--- config.mk ---
export PLATFORM = sky130hd
export DESIGN_NAME = csc_regfile
export DESIGN_NICKNAME = d
export VERILOG_FILES = /design/src/csc_reg_pkg.sv /design/src/csc_csb_bridge.sv /design/src/csc_single_group.sv /design/src/csc_dual_group.sv /design/src/csc_pingpong_ctrl.sv /design/src/csc_regfile.sv
export SDC_FILE = /design/constraint.sdc
export NUM_CORES = 1
export LEC_CHECK = 0
export BUFFER_PORTS_ARGS = -buffer_cell sky130_fd_sc_hd__clkbuf_2
export CAP_MARGIN = 20
export CELL_PAD_IN_SITES_DETAIL_PLACEMENT = 1
export CELL_PAD_IN_SITES_GLOBAL_PLACEMENT = 1
export CORE_ASPECT_RATIO = 1.75
export CORE_MARGIN = 2
export CORE_UTILIZATION = 45
export DETAILED_ROUTE_END_ITERATION = 10
export PLACE_DENSITY = 0.77
export SLEW_MARGIN = 40
export SYNTH_ARGS = -nofsm -noshare
export SYNTH_HDL_FRONTEND = slang
export SYNTH_HIERARCHICAL = 1
export SYNTH_SLANG_ARGS = --single-unit
export TNS_END_PERCENT = 50
--- constraint.sdc ---
create_clock -name nvdla_core_clk -period 5.1 [get_ports nvdla_core_clk]
set_clock_uncertainty 0.05 [all_clocks]
set_input_delay 0.51 -clock nvdla_core_clk [delete_from_list [all_inputs] [get_ports nvdla_core_clk]]
set_output_delay 0.51 -clock nvdla_core_clk [all_outputs]
set_load 0.03 [all_outputs]
--- src/csc_reg_pkg.sv ---
// convolution sequencer register types
package csc_reg_pkg;

  typedef logic [31:0] reg_data_t;   // register data word
  typedef logic [11:0] reg_offset_t; // byte offset in 4 KB space
  typedef logic [21:0] csb_addr_t;   // word address on the bus

  // bus request with msb first
  typedef struct packed {
    logic [1:0] level;
    logic [3:0] wrbe;
    logic       srcpriv;
    logic       nposted;    // write wants an ack
    logic       write;
    reg_data_t  wdat;
    csb_addr_t  addr;
  } csb_req_t;

  typedef struct packed {
    logic      is_write;    // 0 read data, 1 write ack
    logic      error;
    reg_data_t rdat;
  } csb_resp_t;

  // one register access after address decode
  typedef struct packed {
    logic        wr_en;
    logic        rd_en;
    reg_offset_t offset;
    reg_data_t   wr_data;
  } reg_access_t;

  // layer config seen by the datapath
  typedef struct packed {
    logic [12:0] datain_width_ext;
    logic [12:0] datain_height_ext;
    logic [12:0] datain_channel_ext;
    logic        conv_mode;
    logic [1:0]  in_precision;
    logic [4:0]  batches;
    logic [15:0] pad_value;
  } conv_cfg_t;

  typedef enum logic [1:0] {
    GROUP_IDLE    = 2'd0,
    GROUP_RUNNING = 2'd1, // consumer points here
    GROUP_PENDING = 2'd2  // armed, waiting for its turn
  } group_status_e;

  ////////////////////////////////////////////////////////////////////////////
  // single group
  localparam reg_offset_t REG_STATUS        = 12'h000; // status_0 [1:0], status_1 [17:16]
  localparam reg_offset_t REG_POINTER       = 12'h004; // producer [0] rw, consumer [16] ro
  localparam reg_offset_t DUAL_BASE         = 12'h008; // first offset of the dual groups

  ////////////////////////////////////////////////////////////////////////////
  // dual group
  localparam reg_offset_t REG_OP_ENABLE     = 12'h008; // op_en [0]
  localparam reg_offset_t REG_MISC_CFG      = 12'h00C; // conv_mode [0], in_precision [9:8],
                                                       // batches [20:16]
  localparam reg_offset_t REG_DATAIN_SIZE_0 = 12'h010; // width [12:0], height [28:16]
  localparam reg_offset_t REG_DATAIN_SIZE_1 = 12'h014; // channel [12:0]
  localparam reg_offset_t REG_PAD_VALUE     = 12'h018; // pad value [15:0]

endpackage

--- src/csc_csb_bridge.sv ---
// config bus request bridge
`timescale 1ns/1ps

module csc_csb_bridge (
  input  logic                     nvdla_core_clk,
  input  logic                     nvdla_core_rstn,
  input  logic                     csb_req_pvld,
  input  csc_reg_pkg::csb_req_t    csb_req_pd,
  input  csc_reg_pkg::reg_data_t   rd_data,
  output logic                     csb_req_prdy,
  output csc_reg_pkg::reg_access_t access,
  output logic                     csb_resp_valid,
  output csc_reg_pkg::csb_resp_t   csb_resp_pd
);

  import csc_reg_pkg::*;

  logic      req_pvld;
  csb_req_t  req_pd;
  csb_resp_t rresp;
  csb_resp_t wresp;

  assign csb_req_prdy = 1'b1; // never stalls

  ////////////////////////////////////////////////////////////////////////////
  // stage 1: request capture
  always_ff @(posedge nvdla_core_clk or negedge nvdla_core_rstn) begin
    if (!nvdla_core_rstn) begin
      req_pvld <= 1'b0;
    end else begin
      req_pvld <= csb_req_pvld;
    end
  end

  always_ff @(posedge nvdla_core_clk) begin
    if (csb_req_pvld) begin
      req_pd <= csb_req_pd;
    end
  end

  // word address to byte offset
  assign access.offset  = {req_pd.addr[9:0], 2'b00};
  assign access.wr_data = req_pd.wdat;
  assign access.wr_en   = req_pvld & req_pd.write;
  assign access.rd_en   = req_pvld & ~req_pd.write;

  ////////////////////////////////////////////////////////////////////////////
  // stage 2: response
  assign rresp = '{is_write: 1'b0, error: 1'b0, rdat: rd_data};
  assign wresp = '{is_write: 1'b1, error: 1'b0, rdat: '0};

  always_ff @(posedge nvdla_core_clk or negedge nvdla_core_rstn) begin
    if (!nvdla_core_rstn) begin
      csb_resp_valid <= 1'b0;
      csb_resp_pd    <= '0;
    end else begin
      csb_resp_valid <= access.rd_en | (access.wr_en & req_pd.nposted);
      if (access.rd_en) begin
        csb_resp_pd <= rresp;
      end else if (access.wr_en && req_pd.nposted) begin
        csb_resp_pd <= wresp;
      end // posted write keeps the old payload
    end
  end

  a_req_pvld_known: assert property (
    @(posedge nvdla_core_clk) disable iff (!nvdla_core_rstn) !$isunknown(csb_req_pvld)
  ) else $error("csb_req_pvld is X");

endmodule

--- src/csc_single_group.sv ---
// shared pointer and status registers
`timescale 1ns/1ps

module csc_single_group (
  input  logic                       nvdla_core_clk,
  input  logic                       nvdla_core_rstn,
  input  csc_reg_pkg::reg_access_t   access,
  input  logic                       consumer,
  input  csc_reg_pkg::group_status_e status_0,
  input  csc_reg_pkg::group_status_e status_1,
  output csc_reg_pkg::reg_data_t     rd_data,
  output logic                       producer
);

  import csc_reg_pkg::*;

  // producer pointer, software owned
  always_ff @(posedge nvdla_core_clk or negedge nvdla_core_rstn) begin
    if (!nvdla_core_rstn) begin
      producer <= 1'b0;
    end else if (access.wr_en && access.offset == REG_POINTER) begin
      producer <= access.wr_data[0];
    end
  end

  // read mux
  always_comb begin
    rd_data = '0;
    if (access.rd_en) begin
      case (access.offset)
        REG_STATUS:  rd_data = {14'b0, status_1, 14'b0, status_0};
        REG_POINTER: rd_data = {15'b0, consumer, 15'b0, producer};
        default:     rd_data = '0;
      endcase
    end
  end

endmodule

--- src/csc_dual_group.sv ---
// duplicated layer config registers
`timescale 1ns/1ps

module csc_dual_group (
  input  logic                     nvdla_core_clk,
  input  logic                     nvdla_core_rstn,
  input  csc_reg_pkg::reg_access_t access,
  input  logic                     op_en,
  output csc_reg_pkg::reg_data_t   rd_data,
  output csc_reg_pkg::conv_cfg_t   cfg,
  output logic                     op_en_trigger
);

  import csc_reg_pkg::*;

  reg_data_t wd;

  assign wd = access.wr_data;

  // op_en itself lives in the controller
  assign op_en_trigger = access.wr_en && (access.offset == REG_OP_ENABLE);

  ////////////////////////////////////////////////////////////////////////////
  // config fields
  always_ff @(posedge nvdla_core_clk or negedge nvdla_core_rstn) begin
    if (!nvdla_core_rstn) begin
      cfg <= '0;
    end else if (access.wr_en) begin
      case (access.offset)
        REG_MISC_CFG: begin
          cfg.conv_mode    <= wd[0];
          cfg.in_precision <= wd[9:8];
          cfg.batches      <= wd[20:16];
        end
        REG_DATAIN_SIZE_0: begin
          cfg.datain_width_ext  <= wd[12:0];
          cfg.datain_height_ext <= wd[28:16];
        end
        REG_DATAIN_SIZE_1: begin
          cfg.datain_channel_ext <= wd[12:0];
        end
        REG_PAD_VALUE: begin
          cfg.pad_value <= wd[15:0];
        end
        default: begin
        end
      endcase
    end
  end

  ////////////////////////////////////////////////////////////////////////////
  // readback in register layout
  always_comb begin
    rd_data = '0;
    if (access.rd_en) begin
      case (access.offset)
        REG_OP_ENABLE:     rd_data = {31'b0, op_en};
        REG_MISC_CFG:      rd_data = {11'b0, cfg.batches, 6'b0, cfg.in_precision,
                                      7'b0, cfg.conv_mode};
        REG_DATAIN_SIZE_0: rd_data = {3'b0, cfg.datain_height_ext,
                                      3'b0, cfg.datain_width_ext};
        REG_DATAIN_SIZE_1: rd_data = {19'b0, cfg.datain_channel_ext};
        REG_PAD_VALUE:     rd_data = {16'b0, cfg.pad_value};
        default:           rd_data = '0;
      endcase
    end
  end

endmodule

--- src/csc_pingpong_ctrl.sv ---
// ping-pong group controller
`timescale 1ns/1ps

module csc_pingpong_ctrl #(
  parameter int OP_EN_DELAY = 3,
  parameter int SLCG_WIDTH  = 4
) (
  input  logic                       nvdla_core_clk,
  input  logic                       nvdla_core_rstn,
  input  csc_reg_pkg::reg_access_t   access,
  input  logic                       dp2reg_done,
  input  logic                       producer,
  input  csc_reg_pkg::reg_data_t     s_rd_data,
  input  csc_reg_pkg::reg_data_t     d0_rd_data,
  input  csc_reg_pkg::reg_data_t     d1_rd_data,
  input  logic                       d0_op_en_trigger,
  input  logic                       d1_op_en_trigger,
  input  csc_reg_pkg::conv_cfg_t     d0_cfg,
  input  csc_reg_pkg::conv_cfg_t     d1_cfg,
  output csc_reg_pkg::reg_access_t   s_access,
  output csc_reg_pkg::reg_access_t   d0_access,
  output csc_reg_pkg::reg_access_t   d1_access,
  output csc_reg_pkg::reg_data_t     rd_data,
  output logic                       consumer,
  output csc_reg_pkg::group_status_e status_0,
  output csc_reg_pkg::group_status_e status_1,
  output logic                       d0_op_en,
  output logic                       d1_op_en,
  output csc_reg_pkg::conv_cfg_t     reg2dp_cfg,
  output logic                       reg2dp_op_en,
  output logic [SLCG_WIDTH-1:0]      slcg_op_en
);

  import csc_reg_pkg::*;

  logic                   select_s;
  logic [1:0]             select_d;
  logic [1:0]             op_en;
  logic [1:0]             op_en_trigger;
  logic                   op_en_ori;                 // consumer group enable
  logic [OP_EN_DELAY-1:0] op_en_dly;
  logic [SLCG_WIDTH-1:0]  slcg_dly [OP_EN_DELAY];

  function automatic group_status_e group_status(input logic en, input logic is_consumer);
    if (!en) begin
      return GROUP_IDLE;
    end
    return is_consumer ? GROUP_RUNNING : GROUP_PENDING;
  endfunction

  ////////////////////////////////////////////////////////////////////////////
  // access steering with writes gated while a group is armed
  assign select_s    = access.offset < DUAL_BASE;
  assign select_d[0] = !select_s && !producer;
  assign select_d[1] = !select_s && producer;

  assign s_access  = '{wr_en: access.wr_en & select_s, rd_en: access.rd_en & select_s,
                       offset: access.offset, wr_data: access.wr_data};
  assign d0_access = '{wr_en: access.wr_en & select_d[0] & ~op_en[0],
                       rd_en: access.rd_en & select_d[0],
                       offset: access.offset, wr_data: access.wr_data};
  assign d1_access = '{wr_en: access.wr_en & select_d[1] & ~op_en[1],
                       rd_en: access.rd_en & select_d[1],
                       offset: access.offset, wr_data: access.wr_data};

  assign rd_data = s_rd_data | d0_rd_data | d1_rd_data; // unselected groups read 0

  ////////////////////////////////////////////////////////////////////////////
  // consumer pointer and operation enables
  assign op_en_trigger = {d1_op_en_trigger, d0_op_en_trigger};

  always_ff @(posedge nvdla_core_clk or negedge nvdla_core_rstn) begin
    if (!nvdla_core_rstn) begin
      consumer <= 1'b0;
      op_en    <= '0;
    end else begin
      if (dp2reg_done) begin
        consumer <= ~consumer;
      end
      for (int g = 0; g < 2; g++) begin
        if (!op_en[g] && op_en_trigger[g]) begin
          op_en[g] <= access.wr_data[0];
        end else if (dp2reg_done && consumer == g[0]) begin
          op_en[g] <= 1'b0; // layer finished
        end
      end
    end
  end

  assign d0_op_en   = op_en[0];
  assign d1_op_en   = op_en[1];
  assign status_0   = group_status(op_en[0], consumer == 1'b0);
  assign status_1   = group_status(op_en[1], consumer == 1'b1);
  assign reg2dp_cfg = consumer ? d1_cfg : d0_cfg;
  assign op_en_ori  = consumer ? op_en[1] : op_en[0];

  ////////////////////////////////////////////////////////////////////////////
  // delay lines
  always_ff @(posedge nvdla_core_clk or negedge nvdla_core_rstn) begin
    if (!nvdla_core_rstn) begin
      op_en_dly <= '0;
      for (int i = 0; i < OP_EN_DELAY; i++) begin
        slcg_dly[i] <= '0;
      end
    end else begin
      op_en_dly[0] <= dp2reg_done ? 1'b0 : op_en_ori;
      slcg_dly[0]  <= {SLCG_WIDTH{op_en_ori}}; // clock gating ignores done
      for (int i = 1; i < OP_EN_DELAY; i++) begin
        op_en_dly[i] <= dp2reg_done ? 1'b0 : op_en_dly[i-1];
        slcg_dly[i]  <= slcg_dly[i-1];
      end
    end
  end

  assign reg2dp_op_en = op_en_dly[OP_EN_DELAY-1];
  assign slcg_op_en   = slcg_dly[OP_EN_DELAY-1];

  // software must not touch an armed group
  a_no_write_armed: assert property (
    @(posedge nvdla_core_clk) disable iff (!nvdla_core_rstn)
    !(access.wr_en && |(select_d & op_en))
  ) else $error("config write to a group with op_en set");

  a_done_known: assert property (
    @(posedge nvdla_core_clk) disable iff (!nvdla_core_rstn) !$isunknown(dp2reg_done)
  ) else $error("dp2reg_done is X");

endmodule

--- src/csc_regfile.sv ---
// convolution sequencer register file
`timescale 1ns/1ps

module csc_regfile #(
  parameter int OP_EN_DELAY = 3,
  parameter int SLCG_WIDTH  = 4
) (
  input  logic                   nvdla_core_clk,
  input  logic                   nvdla_core_rstn,
  input  logic                   csb_req_pvld,
  input  csc_reg_pkg::csb_req_t  csb_req_pd,
  input  logic                   dp2reg_done,
  output logic                   csb_req_prdy,
  output logic                   csb_resp_valid,
  output csc_reg_pkg::csb_resp_t csb_resp_pd,
  output csc_reg_pkg::conv_cfg_t reg2dp_cfg,
  output logic                   reg2dp_op_en,
  output logic [SLCG_WIDTH-1:0]  slcg_op_en
);

  import csc_reg_pkg::*;

  reg_access_t   access, s_access, d0_access, d1_access;
  reg_data_t     rd_data, s_rd_data, d0_rd_data, d1_rd_data;
  conv_cfg_t     d0_cfg, d1_cfg;
  group_status_e status_0, status_1;
  logic          producer, consumer;
  logic          d0_op_en, d1_op_en;
  logic          d0_op_en_trigger, d1_op_en_trigger;

  csc_csb_bridge u_csb_bridge (
    .nvdla_core_clk, .nvdla_core_rstn, .csb_req_pvld, .csb_req_pd, .rd_data,
    .csb_req_prdy, .access, .csb_resp_valid, .csb_resp_pd
  );

  csc_single_group u_single_group (
    .nvdla_core_clk, .nvdla_core_rstn, .access (s_access), .consumer,
    .status_0, .status_1, .rd_data (s_rd_data), .producer
  );

  csc_dual_group u_dual_group_d0 (
    .nvdla_core_clk, .nvdla_core_rstn, .access (d0_access), .op_en (d0_op_en),
    .rd_data (d0_rd_data), .cfg (d0_cfg), .op_en_trigger (d0_op_en_trigger)
  );

  csc_dual_group u_dual_group_d1 (
    .nvdla_core_clk, .nvdla_core_rstn, .access (d1_access), .op_en (d1_op_en),
    .rd_data (d1_rd_data), .cfg (d1_cfg), .op_en_trigger (d1_op_en_trigger)
  );

  csc_pingpong_ctrl #(
    .OP_EN_DELAY (OP_EN_DELAY),
    .SLCG_WIDTH  (SLCG_WIDTH)
  ) u_pingpong_ctrl (
    .nvdla_core_clk, .nvdla_core_rstn, .access, .dp2reg_done, .producer,
    .s_rd_data, .d0_rd_data, .d1_rd_data, .d0_op_en_trigger, .d1_op_en_trigger,
    .d0_cfg, .d1_cfg, .s_access, .d0_access, .d1_access, .rd_data, .consumer,
    .status_0, .status_1, .d0_op_en, .d1_op_en, .reg2dp_cfg, .reg2dp_op_en, .slcg_op_en
  );

endmodule

# After elaboration in Yosys (flattened, before gate mapping)
# Cells that the tools add are included.
# op_classes
order_cmp	1
bitwise_logic	18
mux	21
eq_ne	6
reduce_logical	26
# op_table
operator	n
$pmux W29 S5	2
$mux W32	3
$mux W34	2
$or A32 B32 Y32	2
$mux W63	1
$pmux W18 S2	1
$eq A10 B3 Y1 const B	3
$eq A10 B2 Y1 const B	2
$reduce_and A2 Y1	8
$logic_not A12 Y1	1
$lt A12 B4 Y1 const B	1
$and A1 B1 Y1	11
$eq A10 B1 Y1 const B	1
$logic_and A1 B1 Y1	10
$mux W1	8
$mux W2	4
$reduce_bool A2 Y1	3
$logic_not A1 Y1	4
$not A1 Y1	4
$or A1 B1 Y1	1
# totals
ff_bits	213
elab_cells	103
inputBits	67
output_inout_bits	104

# Longest topological paths before layout
# Gate-level depths: netlist (run 1).
# depth
ltp_word	8
mapped_depth	10
depth_no_buf	8

# By module
# Netlist (run 1), hierarchy kept.
# by_module_without_submodules
module	cells_per_inst	n_inst	seq_area_each_um2	area_each_um2
csc_dual_group	239	2	1576.5	3126.7
csc_csb_bridge	173	1	2197.1	2971.6
csc_pingpong_ctrl	273	1	225.2	2362.3
csc_single_group	43	1	25.0	341.6

# Worst setup path after synthesis (run 1)
# Ideal clock, no wire load.
# synth_path
path_type	register to register
start	reg u_csb_bridge.req_pd (netlist bit u_csb_bridge/access[41])
end	reg u_csb_bridge/csb_resp_pd[22] (netlist name)
synth_period_minus_slack_ps	2724
arrival_time_ps	2554
n_path_buf	1
stages_incl_launch_ff	10
slack_ps	2376
setup_time_ps	120
required_ps	4930
path_cell_list	edfxtp_1 buf_4 or4_4 nor4_4 nor3b_1 nor3b_1 and4_1 and2_1 or3_1 a22o_4
# synth_rtl
item	line	text
from (decl)	csc_csb_bridge.sv:19	csb_req_t req_pd;
from (signal assigned)	csc_csb_bridge.sv:37	req_pd <= csb_req_pd;

==> flow_summary.json, run 1 <==
{
  "r2r-end": "u_csb_bridge/csb_resp_pd[5]$_DFFE_PN0P_",
  "cts_tree": "yes",
  "min_to": "u_csb_bridge/access[4]$_DFFE_PP_",
  "setup_violations": 0,
  "max_slew.worst_pin.slew_ns": 0.797,
  "crit_fanout": 10,
  "hold_violations": 0,
  "busiest_layer": "met2",
  "dp_slack_ns": 1.87,
  "final_nets": 994,
  "dp_hpwl_um": 18800,
  "drc_errors": 0,
  "slew_headroom_pct": 46.9,
  "register_area_sq_um": 5510,
  "syn2layout_area_growth_pct": 3.78,
  "finalCritPeriodShare_pct": 63.6,
  "post-route-util_pct": 47.4,
  "start_kind": "flop",
  "grt_util_met1_pct": 23.4,
  "htree_levels": 1,
  "netlist_area_sq_um": 11500,
  "crit_type": "flop to flop",
  "p_switching_uw": 1040,
  "syn_inst": 924,
  "fin_ws_ns": 1.86,
  "synth_area_per_cell_sq_um": 12.5,
  "grt_pass1_wl_um": 44300,
  "cts_root_buffer": "clkbuf_16",
  "power.density_nw_per_um2": 321,
  "min_path_type": "primary input to flop",
  "drv_slew": 0,
  "power.internal_uw": 2810,
  "drt_iter0_markers": 248,
  "die_x_um": 125,
  "p_leak_uw": 0.00588,
  "finalCriticalPeriod_ns": 3.24,
  "numClockSinks": 212,
  "routedWlPerCell_um": 22.6,
  "hp-start": "csb_req_pd[26]",
  "combinationalPowerShare_pct": 12.4,
  "die-area_sq_um": 27000,
  "fmax_mhz": 308,
  "overflow": 0,
  "row_count": 77,
  "outcome": "finished clean",
  "insertion_delay_ns": 0.51,
  "maxCapViolCount": 0,
  "crit_path_end_kind": "flop",
  "antenna_found_initial": 0,
  "grt_setup_unrepaired": "no",
  "start_util_pct": 45.7,
  "use_met3_pct": 2.55,
  "fp.dieH_um": 216,
  "track_usage_pct": 21.1,
  "met2_usage_pct": 40.7,
  "fill_cells": 2720,
  "clockBufferDepth": 3,
  "p_seq_share_pct": 49.0,
  "portBuffers": 146,
  "core_region_area_sq_um": 25200,
  "synth_warnings": 6,
  "ant_nets": 0,
  "crit_required_ns": 5.45,
  "cts_buffers": 21,
  "dr.pass1.iters": 4,
  "r2r_slack_ns": 1.86,
  "gp_congestion": 0.807,
  "reg2reg_depth": 8,
  "ios": 171,
  "swShare_pct": 27.0,
  "viasPerCell": 5.46,
  "drive_above_1_share_pct": 43.5,
  "route.vias.total": 6862,
  "wl_um": 28400,
  "antenna_cells": 0,
  "setup_tns_ns": 0,
  "cp.arrival_ns": 3.60,
  "p_clk_share_pct": 38.6,
  "grt_max_degree": 90,
  "ir_drop_v": 0.000285,
  "grt_pass1_vias": 7641,
  "r2r-start": "u_csb_bridge/access[38]$_DFFE_PP_",
  "min_path_cells": 1,
  "clkTransAtPathRegs_ns": 0.06,
  "multi_input_area_sq_um": 4540
}
==> sequential cells by signal, indices dropped and copies added, names as in the netlist <==
| register | count |
|---|---|
| u_csb_bridge/access | 39 |
| u_csb_bridge/csb_resp_pd | 33 |
| u_csb_bridge/csb_resp_valid | 1 |
| u_csb_bridge/req_pd | 2 |
| u_csb_bridge/req_pvld | 1 |
| u_dual_group_d0/cfg | 63 |
| u_dual_group_d1/cfg | 63 |
| u_pingpong_ctrl/consumer | 1 |
| u_pingpong_ctrl/op_en | 2 |
| u_pingpong_ctrl/op_en_dly | 3 |
| u_pingpong_ctrl/slcg_dly | 2 |
| u_pingpong_ctrl/slcg_op_en | 1 |
| u_single_group/producer | 1 |
==> metal layers <==
metal  vias to the layer above  routed length, um
li1                       3119                  -
met1                      3540              10800
met2                       162              15800
met3                        41               1030
met4                         0                794
met5                         -                  0
==> power by group through the flow <==
stage | Sequential [uW] | Combinational (uW) | Clock, uW
2_1_floorplan | 1910 | 444 | 0
3_3_place_gp | 1920 | 475 | 0
3_5_place_dp | 1920 | 482 | 0
4_1_cts | 1890 | 485 | 1530
5_1_grt | 1900 | 512 | 1590
6_report | 1890 | 478 | 1480
==> area by class of cell <==
cell class / instances / area share (%)
Timing Repair Buffer: 164 / 7.33
Sequential cell: 212 / 46.0
Clock buffer: 35 / 5.25
Multi-Input combinational cell: 525 / 37.9
Inverter: 3 / 0.0940
Tap cell: 316 / 3.30
Clock inverter: 2 / 0.0731
==> metrics by stage <==
stage | hold slack [ns] | area [sq um] | power (uW) | cells
2_1_floorplan | 0.164 | 11700 | 2350 | 957
3_3_place_gp | 0.286 | 11300 | 2390 | 1219
3_5_place_dp | 0.286 | 11300 | 2400 | 1219
4_1_cts | 0.102 | 12000 | 3900 | 1257
5_1_grt | 0.0996 | 12000 | 4000 | 1257
6_report | 0.115 | 12000 | 3850 | 1257
==> critical path: stages, from the launching register on <==
cell and delay, ns:
edfxtp_1 0.55, or4_4 0.58, nor4_4 0.38, nor3b_1 0.12, nor3b_1 0.19, nand4_1 0.54, nor2_1 0.11, or3_1 0.40
a22o_1 0.21
==> worst max-delay path by stage <==
stage | cells after the start | slack (ns) | to | startpoint
2_1_floorplan | 9 | 2.38 | u_csb_bridge/csb_resp_pd[22]$_DFFE_PN0P_ | u_csb_bridge/access[41]$_DFFE_PP_
3_3_place_gp | 8 | 1.89 | u_csb_bridge/csb_resp_pd[3]$_DFFE_PN0P_ | u_csb_bridge/access[38]$_DFFE_PP_
3_5_place_dp | 8 | 1.87 | u_csb_bridge/csb_resp_pd[3]$_DFFE_PN0P_ | u_csb_bridge/access[38]$_DFFE_PP_
4_1_cts | 8 | 1.84 | u_csb_bridge/csb_resp_pd[3]$_DFFE_PN0P_ | u_csb_bridge/access[38]$_DFFE_PP_
5_1_grt | 8 | 1.76 | u_csb_bridge/csb_resp_pd[5]$_DFFE_PN0P_ | u_csb_bridge/access[38]$_DFFE_PP_
6_report | 8 | 1.86 | u_csb_bridge/csb_resp_pd[5]$_DFFE_PN0P_ | u_csb_bridge/access[38]$_DFFE_PP_
==> repair_timing <==
item	4_1_cts	5_1_grt
buffers inserted	0	0
hold buffers	1	0
resized for setup	0	0
hold endpoints to repair	33	0
==> cells in the final DEF, fill, tap and decap left out, types with 20 or more instances in the layout <==
cell and count:
a22o_1 31, a2bb2oi_1 20, and2_1 21, clkbuf_16 21
clkbuf_2 145, conb_1 38, dfrtp_1 170, edfxtp_1 41
mux2_2 193, mux2i_1 22, nor2_1 36, or3_1 35
Power figures use the tool's default switching activity.
==> inputs of run 2 (changes only) <==
--- a/config.mk
+++ b/config.mk
@@ -11,9 +11,9 @@
 export CELL_PAD_IN_SITES_GLOBAL_PLACEMENT = 1
 export CORE_ASPECT_RATIO = 1.75
 export CORE_MARGIN = 2
-export CORE_UTILIZATION = 45
+export CORE_UTILIZATION = 42
 export DETAILED_ROUTE_END_ITERATION = 10
-export PLACE_DENSITY = 0.77
+export PLACE_DENSITY = 0.75
 export SLEW_MARGIN = 40
 export SYNTH_ARGS = -nofsm -noshare
 export SYNTH_HDL_FRONTEND = slang
==> constraint.sdc (replaced) <==
create_clock -name nvdla_core_clk -period 2.61 [get_ports nvdla_core_clk]
set_clock_uncertainty 0.05 [all_clocks]
set_input_delay 0.261 -clock nvdla_core_clk [delete_from_list [all_inputs] [get_ports nvdla_core_clk]]
set_output_delay 0.261 -clock nvdla_core_clk [all_outputs]
set_load 0.03 [all_outputs]
==> run 2 against run 1 <==
Effect of this change: the flow now finishes with violations (negative setup slack); non-clock buffer count grew 107; sequential power grew 95%; global-route usage grew 0.39 points; final area grew 13%; final cell count grew 13%; maximum frequency grew 22%; routed wire length grew 9.8%; clock power grew 140%; power grew 120%; sequential share of layout area shrank 5.3 points; highest routed layer unchanged.
==> flow_summary.json, run 2 (same netlist as run 1, synthesis figures left out) <==
{
  "die-area_sq_um": 28900,
  "mostFrequentLayoutCell": "dfrtp_1",
  "antenna_cells": 0,
  "fp.dieH_um": 223,
  "ir_drop_v": 0.000494,
  "track_usage_pct": 21.5,
  "grt_max_degree": 74,
  "outcome": "finished, violations left",
  "grt_pass1_wl_um": 47100,
  "slew_headroom_pct": 49.0,
  "maxCapViolCount": 0,
  "fmax_mhz": 376,
  "max_slew.worst_pin.slew_ns": 0.766,
  "crit_path_end_kind": "flop",
  "drt_iter0_markers": 240,
  "viasPerCell": 5.21,
  "power.density_nw_per_um2": 616,
  "antenna_found_initial": 0,
  "ios": 171,
  "drv_slew": 0,
  "core_region_area_sq_um": 27100,
  "final_nets": 1102,
  "hold_ws_ns": 0.300,
  "start_kind": "flop",
  "violations": "negative setup slack",
  "die_x_um": 129,
  "routedWlPerCell_um": 22.0,
  "dp_hpwl_um": 21200,
  "grt_setup_unrepaired": "yes",
  "syn2layout_area_growth_pct": 17.4,
  "min_path_type": "flop to flop",
  "route.vias.total": 7402,
  "crit_fanout": 8,
  "clockBufferDepth": 3,
  "htree_levels": 1,
  "overflow": 0,
  "cp.arrival_ns": 3.02,
  "final_cell_mix": "170 x dfrtp_1, 167 x mux2_2, 145 x clkbuf_2",
  "clkTransAtPathRegs_ns": 0.06,
  "start_util_pct": 42.5,
  "hold_violations": 0,
  "finalCritPeriodShare_pct": 102,
  "cts_root_buffer": "clkbuf_16",
  "drive_above_1_share_pct": 48.0,
  "finalPower_uw": 8350,
  "cts_tree": "yes",
  "wl_um": 31200,
  "row_count": 80,
  "insertion_delay_ns": 0.52,
  "placed_area_sq_um": 12000,
  "dr.pass1.iters": 4,
  "crit_required_ns": 2.97,
  "register_area_sq_um": 5510,
  "setup_tns_ns": -0.407,
  "setup_violations": 20,
  "crit_type": "flop to flop",
  "ant_nets": 0,
  "numClockSinks": 212,
  "cts_buffers": 22,
  "portBuffers": 146,
  "drc_errors": 0,
  "dp_slack_ns": -0.246,
  "gp_congestion": 0.847,
  "fin_ws_ns": -0.0511,
  "grt_pass1_vias": 8165,
  "p_leak_uw": 0.00667,
  "multi_input_area_sq_um": 4740,
  "finalCriticalPeriod_ns": 2.66,
  "fill_cells": 2839,
  "final_area_sq_um": 13500
}
## run 2: layer usage
metal  GRT usage, %  vias up  wire length, um
li1               -     3332                -
met1           22.9     3786            11400
met2           40.7      213            17300
met3           2.95       71             1210
met4           9.78        0             1360
met5              0        -                0
## run 2: cell type report
cell class / count / area share [%]
tap: 369 / 3.41
multi-input combinational: 525 / 35.0
timing repair buffer: 271 / 14.8
sequential: 212 / 40.7
inverter: 3 / 0.0831
clock buffer: 28 / 4.61
clock inverter: 12 / 1.40
## run 2: timing repair
item	in CTS	in global routing
hold endpoints to repair	110	0
buffers inserted	5	5
gates cloned	1	1
hold buffers	43	0
pin swaps	19	8
resized for setup	22	36
setup endpoints to repair	93	124
## run 2: worst paths after layout
kind / from / end / slack (ns) / depth (start not counted)
setup / recovery: u_csb_bridge/access[36]$_DFFE_PP_ / u_csb_bridge/csb_resp_pd[22]$_DFFE_PN0P_ / -0.05 / 9
hold / removal: u_pingpong_ctrl/slcg_dly[4]$_DFF_PN0_ / u_pingpong_ctrl/slcg_op_en[0]$_DFF_PN0_ / 0.30 / 0
setup reg to reg: u_csb_bridge/access[36]$_DFFE_PP_ / u_csb_bridge/csb_resp_pd[22]$_DFFE_PN0P_ / -0.05 / 9
hold reg to reg: u_pingpong_ctrl/slcg_dly[4]$_DFF_PN0_ / u_pingpong_ctrl/slcg_op_en[0]$_DFF_PN0_ / 0.30 / 0
max in group asynchronous: nvdla_core_rstn / u_dual_group_d0/cfg[28]$_DFFE_PN0P_ / 1.48 / 3
min in group asynchronous: nvdla_core_rstn / u_dual_group_d1/cfg[59]$_DFFE_PN0P_ / 0.31 / 2
## run 2: worst max-delay path, stage by stage, from the launching register on
cell and delay (ns):
edfxtp_1 0.38, or4_4 0.56, nor4_4 0.19, buf_4 0.19
nor3b_2 0.05, nor3b_4 0.16, and4_4 0.23, and2_4 0.14
or3_4 0.35, a22o_4 0.24
## run 2: where the power goes
group / total [uW] / internal [uW] / switching, uW
combinational: 1110 / 466 / 647
sequential: 3680 / 3510 / 172
clock: 3550 / 2190 / 1370
total: 8350 / 6160 / 2180
## run 2: per-stage QoR
stage               utilization (%)  cells
global route                   49.9   1420
CTS                            49.2   1415
detailed placement             44.1   1327
global placement               44.0   1324
finish                         49.9   1420
floorplan                         -    957
==> inputs of run 3 (changes only) <==
--- a/config.mk
+++ b/config.mk
@@ -10,10 +10,10 @@
 export CELL_PAD_IN_SITES_DETAIL_PLACEMENT = 1
 export CELL_PAD_IN_SITES_GLOBAL_PLACEMENT = 1
 export CORE_ASPECT_RATIO = 1.75
-export CORE_MARGIN = 2
 export CORE_UTILIZATION = 42
 export DETAILED_ROUTE_END_ITERATION = 10
-export PLACE_DENSITY = 0.75
+export PLACE_DENSITY_LB_ADDON = 0.2
+export REMOVE_ABC_BUFFERS = 1
 export SLEW_MARGIN = 40
 export SYNTH_ARGS = -nofsm -noshare
 export SYNTH_HDL_FRONTEND = slang
==> run 3 against run 2 <==
Effect of this change: the run now ends clean; worst setup slack gained 0.055 ns; maximum frequency grew 2.1%; largest cell class unchanged; critical path type unchanged; power is 4.5% lower; flip-flop and latch count unchanged.
==> flow_summary.json, run 3 (same netlist as run 1, synthesis figures left out) <==
{
  "viasPerCell": 5.07,
  "ir_drop_v": 0.000578,
  "cts_buffers": 22,
  "slowest_delay_ns": 0.56,
  "clkTransAtPathRegs_ns": 0.06,
  "final_cell_mix": "174 x mux2_2, 170 x dfrtp_1, 145 x clkbuf_2",
  "portBuffers": 146,
  "power.density_nw_per_um2": 601,
  "core_region_area_sq_um": 26800,
  "antenna_found_initial": 0,
  "grt_max_degree": 70,
  "antenna_cells": 0,
  "start_kind": "flop",
  "wl_um": 30100,
  "finalPower_uw": 7970,
  "hold_violations": 0,
  "cts_tree": "yes",
  "min_path_cells": 1,
  "final_nets": 1091,
  "busiest_layer": "met2",
  "die-area_sq_um": 28200,
  "crit_type": "flop to flop",
  "multi_input_area_sq_um": 4630,
  "routedWlPerCell_um": 21.5,
  "drt_iter0_markers": 263,
  "r2r_slack_ns": 0.004,
  "gp_congestion": 0.794,
  "dr.pass1.iters": 4,
  "r2r-end": "u_csb_bridge/csb_resp_pd[22]$_DFFE_PN0P_",
  "cts_root_buffer": "clkbuf_16",
  "fill_cells": 2761,
  "drc_errors": 0,
  "grt_pass1_vias": 7804,
  "crit_required_ns": 2.96,
  "fp.dieH_um": 221,
  "slowest_stage": "or4_4",
  "use_met3_pct": 2.56,
  "register_area_sq_um": 5510,
  "track_usage_pct": 21.6,
  "r2r-start": "u_csb_bridge/access[41]$_DFFE_PP_",
  "fmax_mhz": 384,
  "finalCritPeriodShare_pct": 99.8,
  "crit_path_end_kind": "flop",
  "grt_setup_unrepaired": "yes",
  "min_path_type": "primary input to flop",
  "crit_fanout": 8,
  "min_to": "u_csb_bridge/access[10]$_DFFE_PP_",
  "placed_area_sq_um": 11900,
  "grt_util_met1_pct": 25.3,
  "htree_levels": 1,
  "drive_above_1_share_pct": 45.7,
  "p_leak_uw": 0.00653,
  "final_area_sq_um": 13300,
  "die_x_um": 127,
  "clockBufferDepth": 3,
  "reg2reg_depth": 8,
  "route.vias.total": 7119,
  "numClockSinks": 212,
  "drv_slew": 0,
  "ant_nets": 0,
  "met2_usage_pct": 40.4,
  "ios": 171,
  "dp_hpwl_um": 20100,
  "finalCriticalPeriod_ns": 2.61,
  "insertion_delay_ns": 0.52,
  "overflow": 0,
  "outcome": "finished clean",
  "cp.arrival_ns": 2.96,
  "slew_headroom_pct": 60.1,
  "setup_violations": 0,
  "row_count": 79,
  "max_slew.worst_pin.slew_ns": 0.598,
  "start_util_pct": 43.1,
  "maxCapViolCount": 0,
  "mostFrequentLayoutCell": "mux2_2",
  "cp_common_cell": "nor3b_1",
  "syn2layout_area_growth_pct": 15.0,
  "grt_pass1_wl_um": 46000,
  "hold_ws_ns": 0.190,
  "path_cells": "or4_4 -> nor4_4 -> nor3b_1 -> nor3b_1 -> and4_4 -> and2_1 -> or3_1 -> a22o_4",
  "hp-start": "csb_req_pvld"
}
## run 3: power by group
part	internal, uW	total (uW)	switching (uW)
clock network	1860	3190	1330
registers	3510	3740	235
logic	458	1040	579
## run 3: worst max-delay path: cells and delay by family (launching register included)
| kind | cells | cell delay, ns |
|---|---|---|
| AND/OR/NAND/NOR | 7 | 1.82 |
| flip-flops | 1 | 0.38 |
| AO/OA/AOI/OAI | 1 | 0.24 |
## run 3: stage by stage
stage / util, % / TNS [ns] / cells / worst slack [ns]
3_5_place_dp: 44.4 / -3.14 / 1312 / -0.226
6_report: 49.5 / 0 / 1404 / 0.00421
4_1_cts: 48.9 / 0 / 1400 / 0.00356
3_3_place_gp: 44.4 / -1.79 / 1311 / -0.167
2_1_floorplan: - / -92.50 / 740 / -0.871
5_1_grt: 49.5 / -2.30 / 1404 / -0.151
## run 3: how the worst max path moves through the flow
stage | slack [ns] | to | start | cells past startpoint
6_report | 0.004 | u_csb_bridge/csb_resp_pd[22]$_DFFE_PN0P_ | u_csb_bridge/access[41]$_DFFE_PP_ | 8
5_1_grt | -0.15 | u_csb_bridge/csb_resp_pd[3]$_DFFE_PN0P_ | u_csb_bridge/access[41]$_DFFE_PP_ | 9
4_1_cts | 0.004 | u_csb_bridge/csb_resp_pd[10]$_DFFE_PN0P_ | u_csb_bridge/access[41]$_DFFE_PP_ | 9
3_5_place_dp | -0.23 | u_csb_bridge/csb_resp_pd[22]$_DFFE_PN0P_ | u_csb_bridge/access[38]$_DFFE_PP_ | 8
3_3_place_gp | -0.17 | u_csb_bridge/csb_resp_pd[22]$_DFFE_PN0P_ | u_csb_bridge/access[41]$_DFFE_PP_ | 8
2_1_floorplan | -0.87 | u_dual_group_d0/cfg[24]$_DFFE_PN0P_ | u_csb_bridge/access[35]$_DFFE_PP_ | 5
## run 3: final cells by class
type | count | area share (%)
multi-input combinational | 525 | 34.9
tap | 364 | 3.43
sequential | 212 | 41.6
inverter | 3 | 0.0849
clock buffer | 34 | 5.03
timing repair buffer | 260 | 14.6
clock inverter | 6 | 0.415
## run 3: timing repair
item,CTS,global route
hold buffers,43,0
setup buffers,5,1
gates resized for setup,6,29
endpoints found under the setup margin,107,130
pin swaps,3,6
cloned,0,3
endpoints found under the hold margin,103,0
## run 3: layer usage
layer	routed length (um)	vias to the layer above	share of wire [%]
met5	0	-	0
met2	16500	142	55
met4	685	0	2.3
li1	-	3302	-
met1	11900	3635	40
met3	973	40	3.2
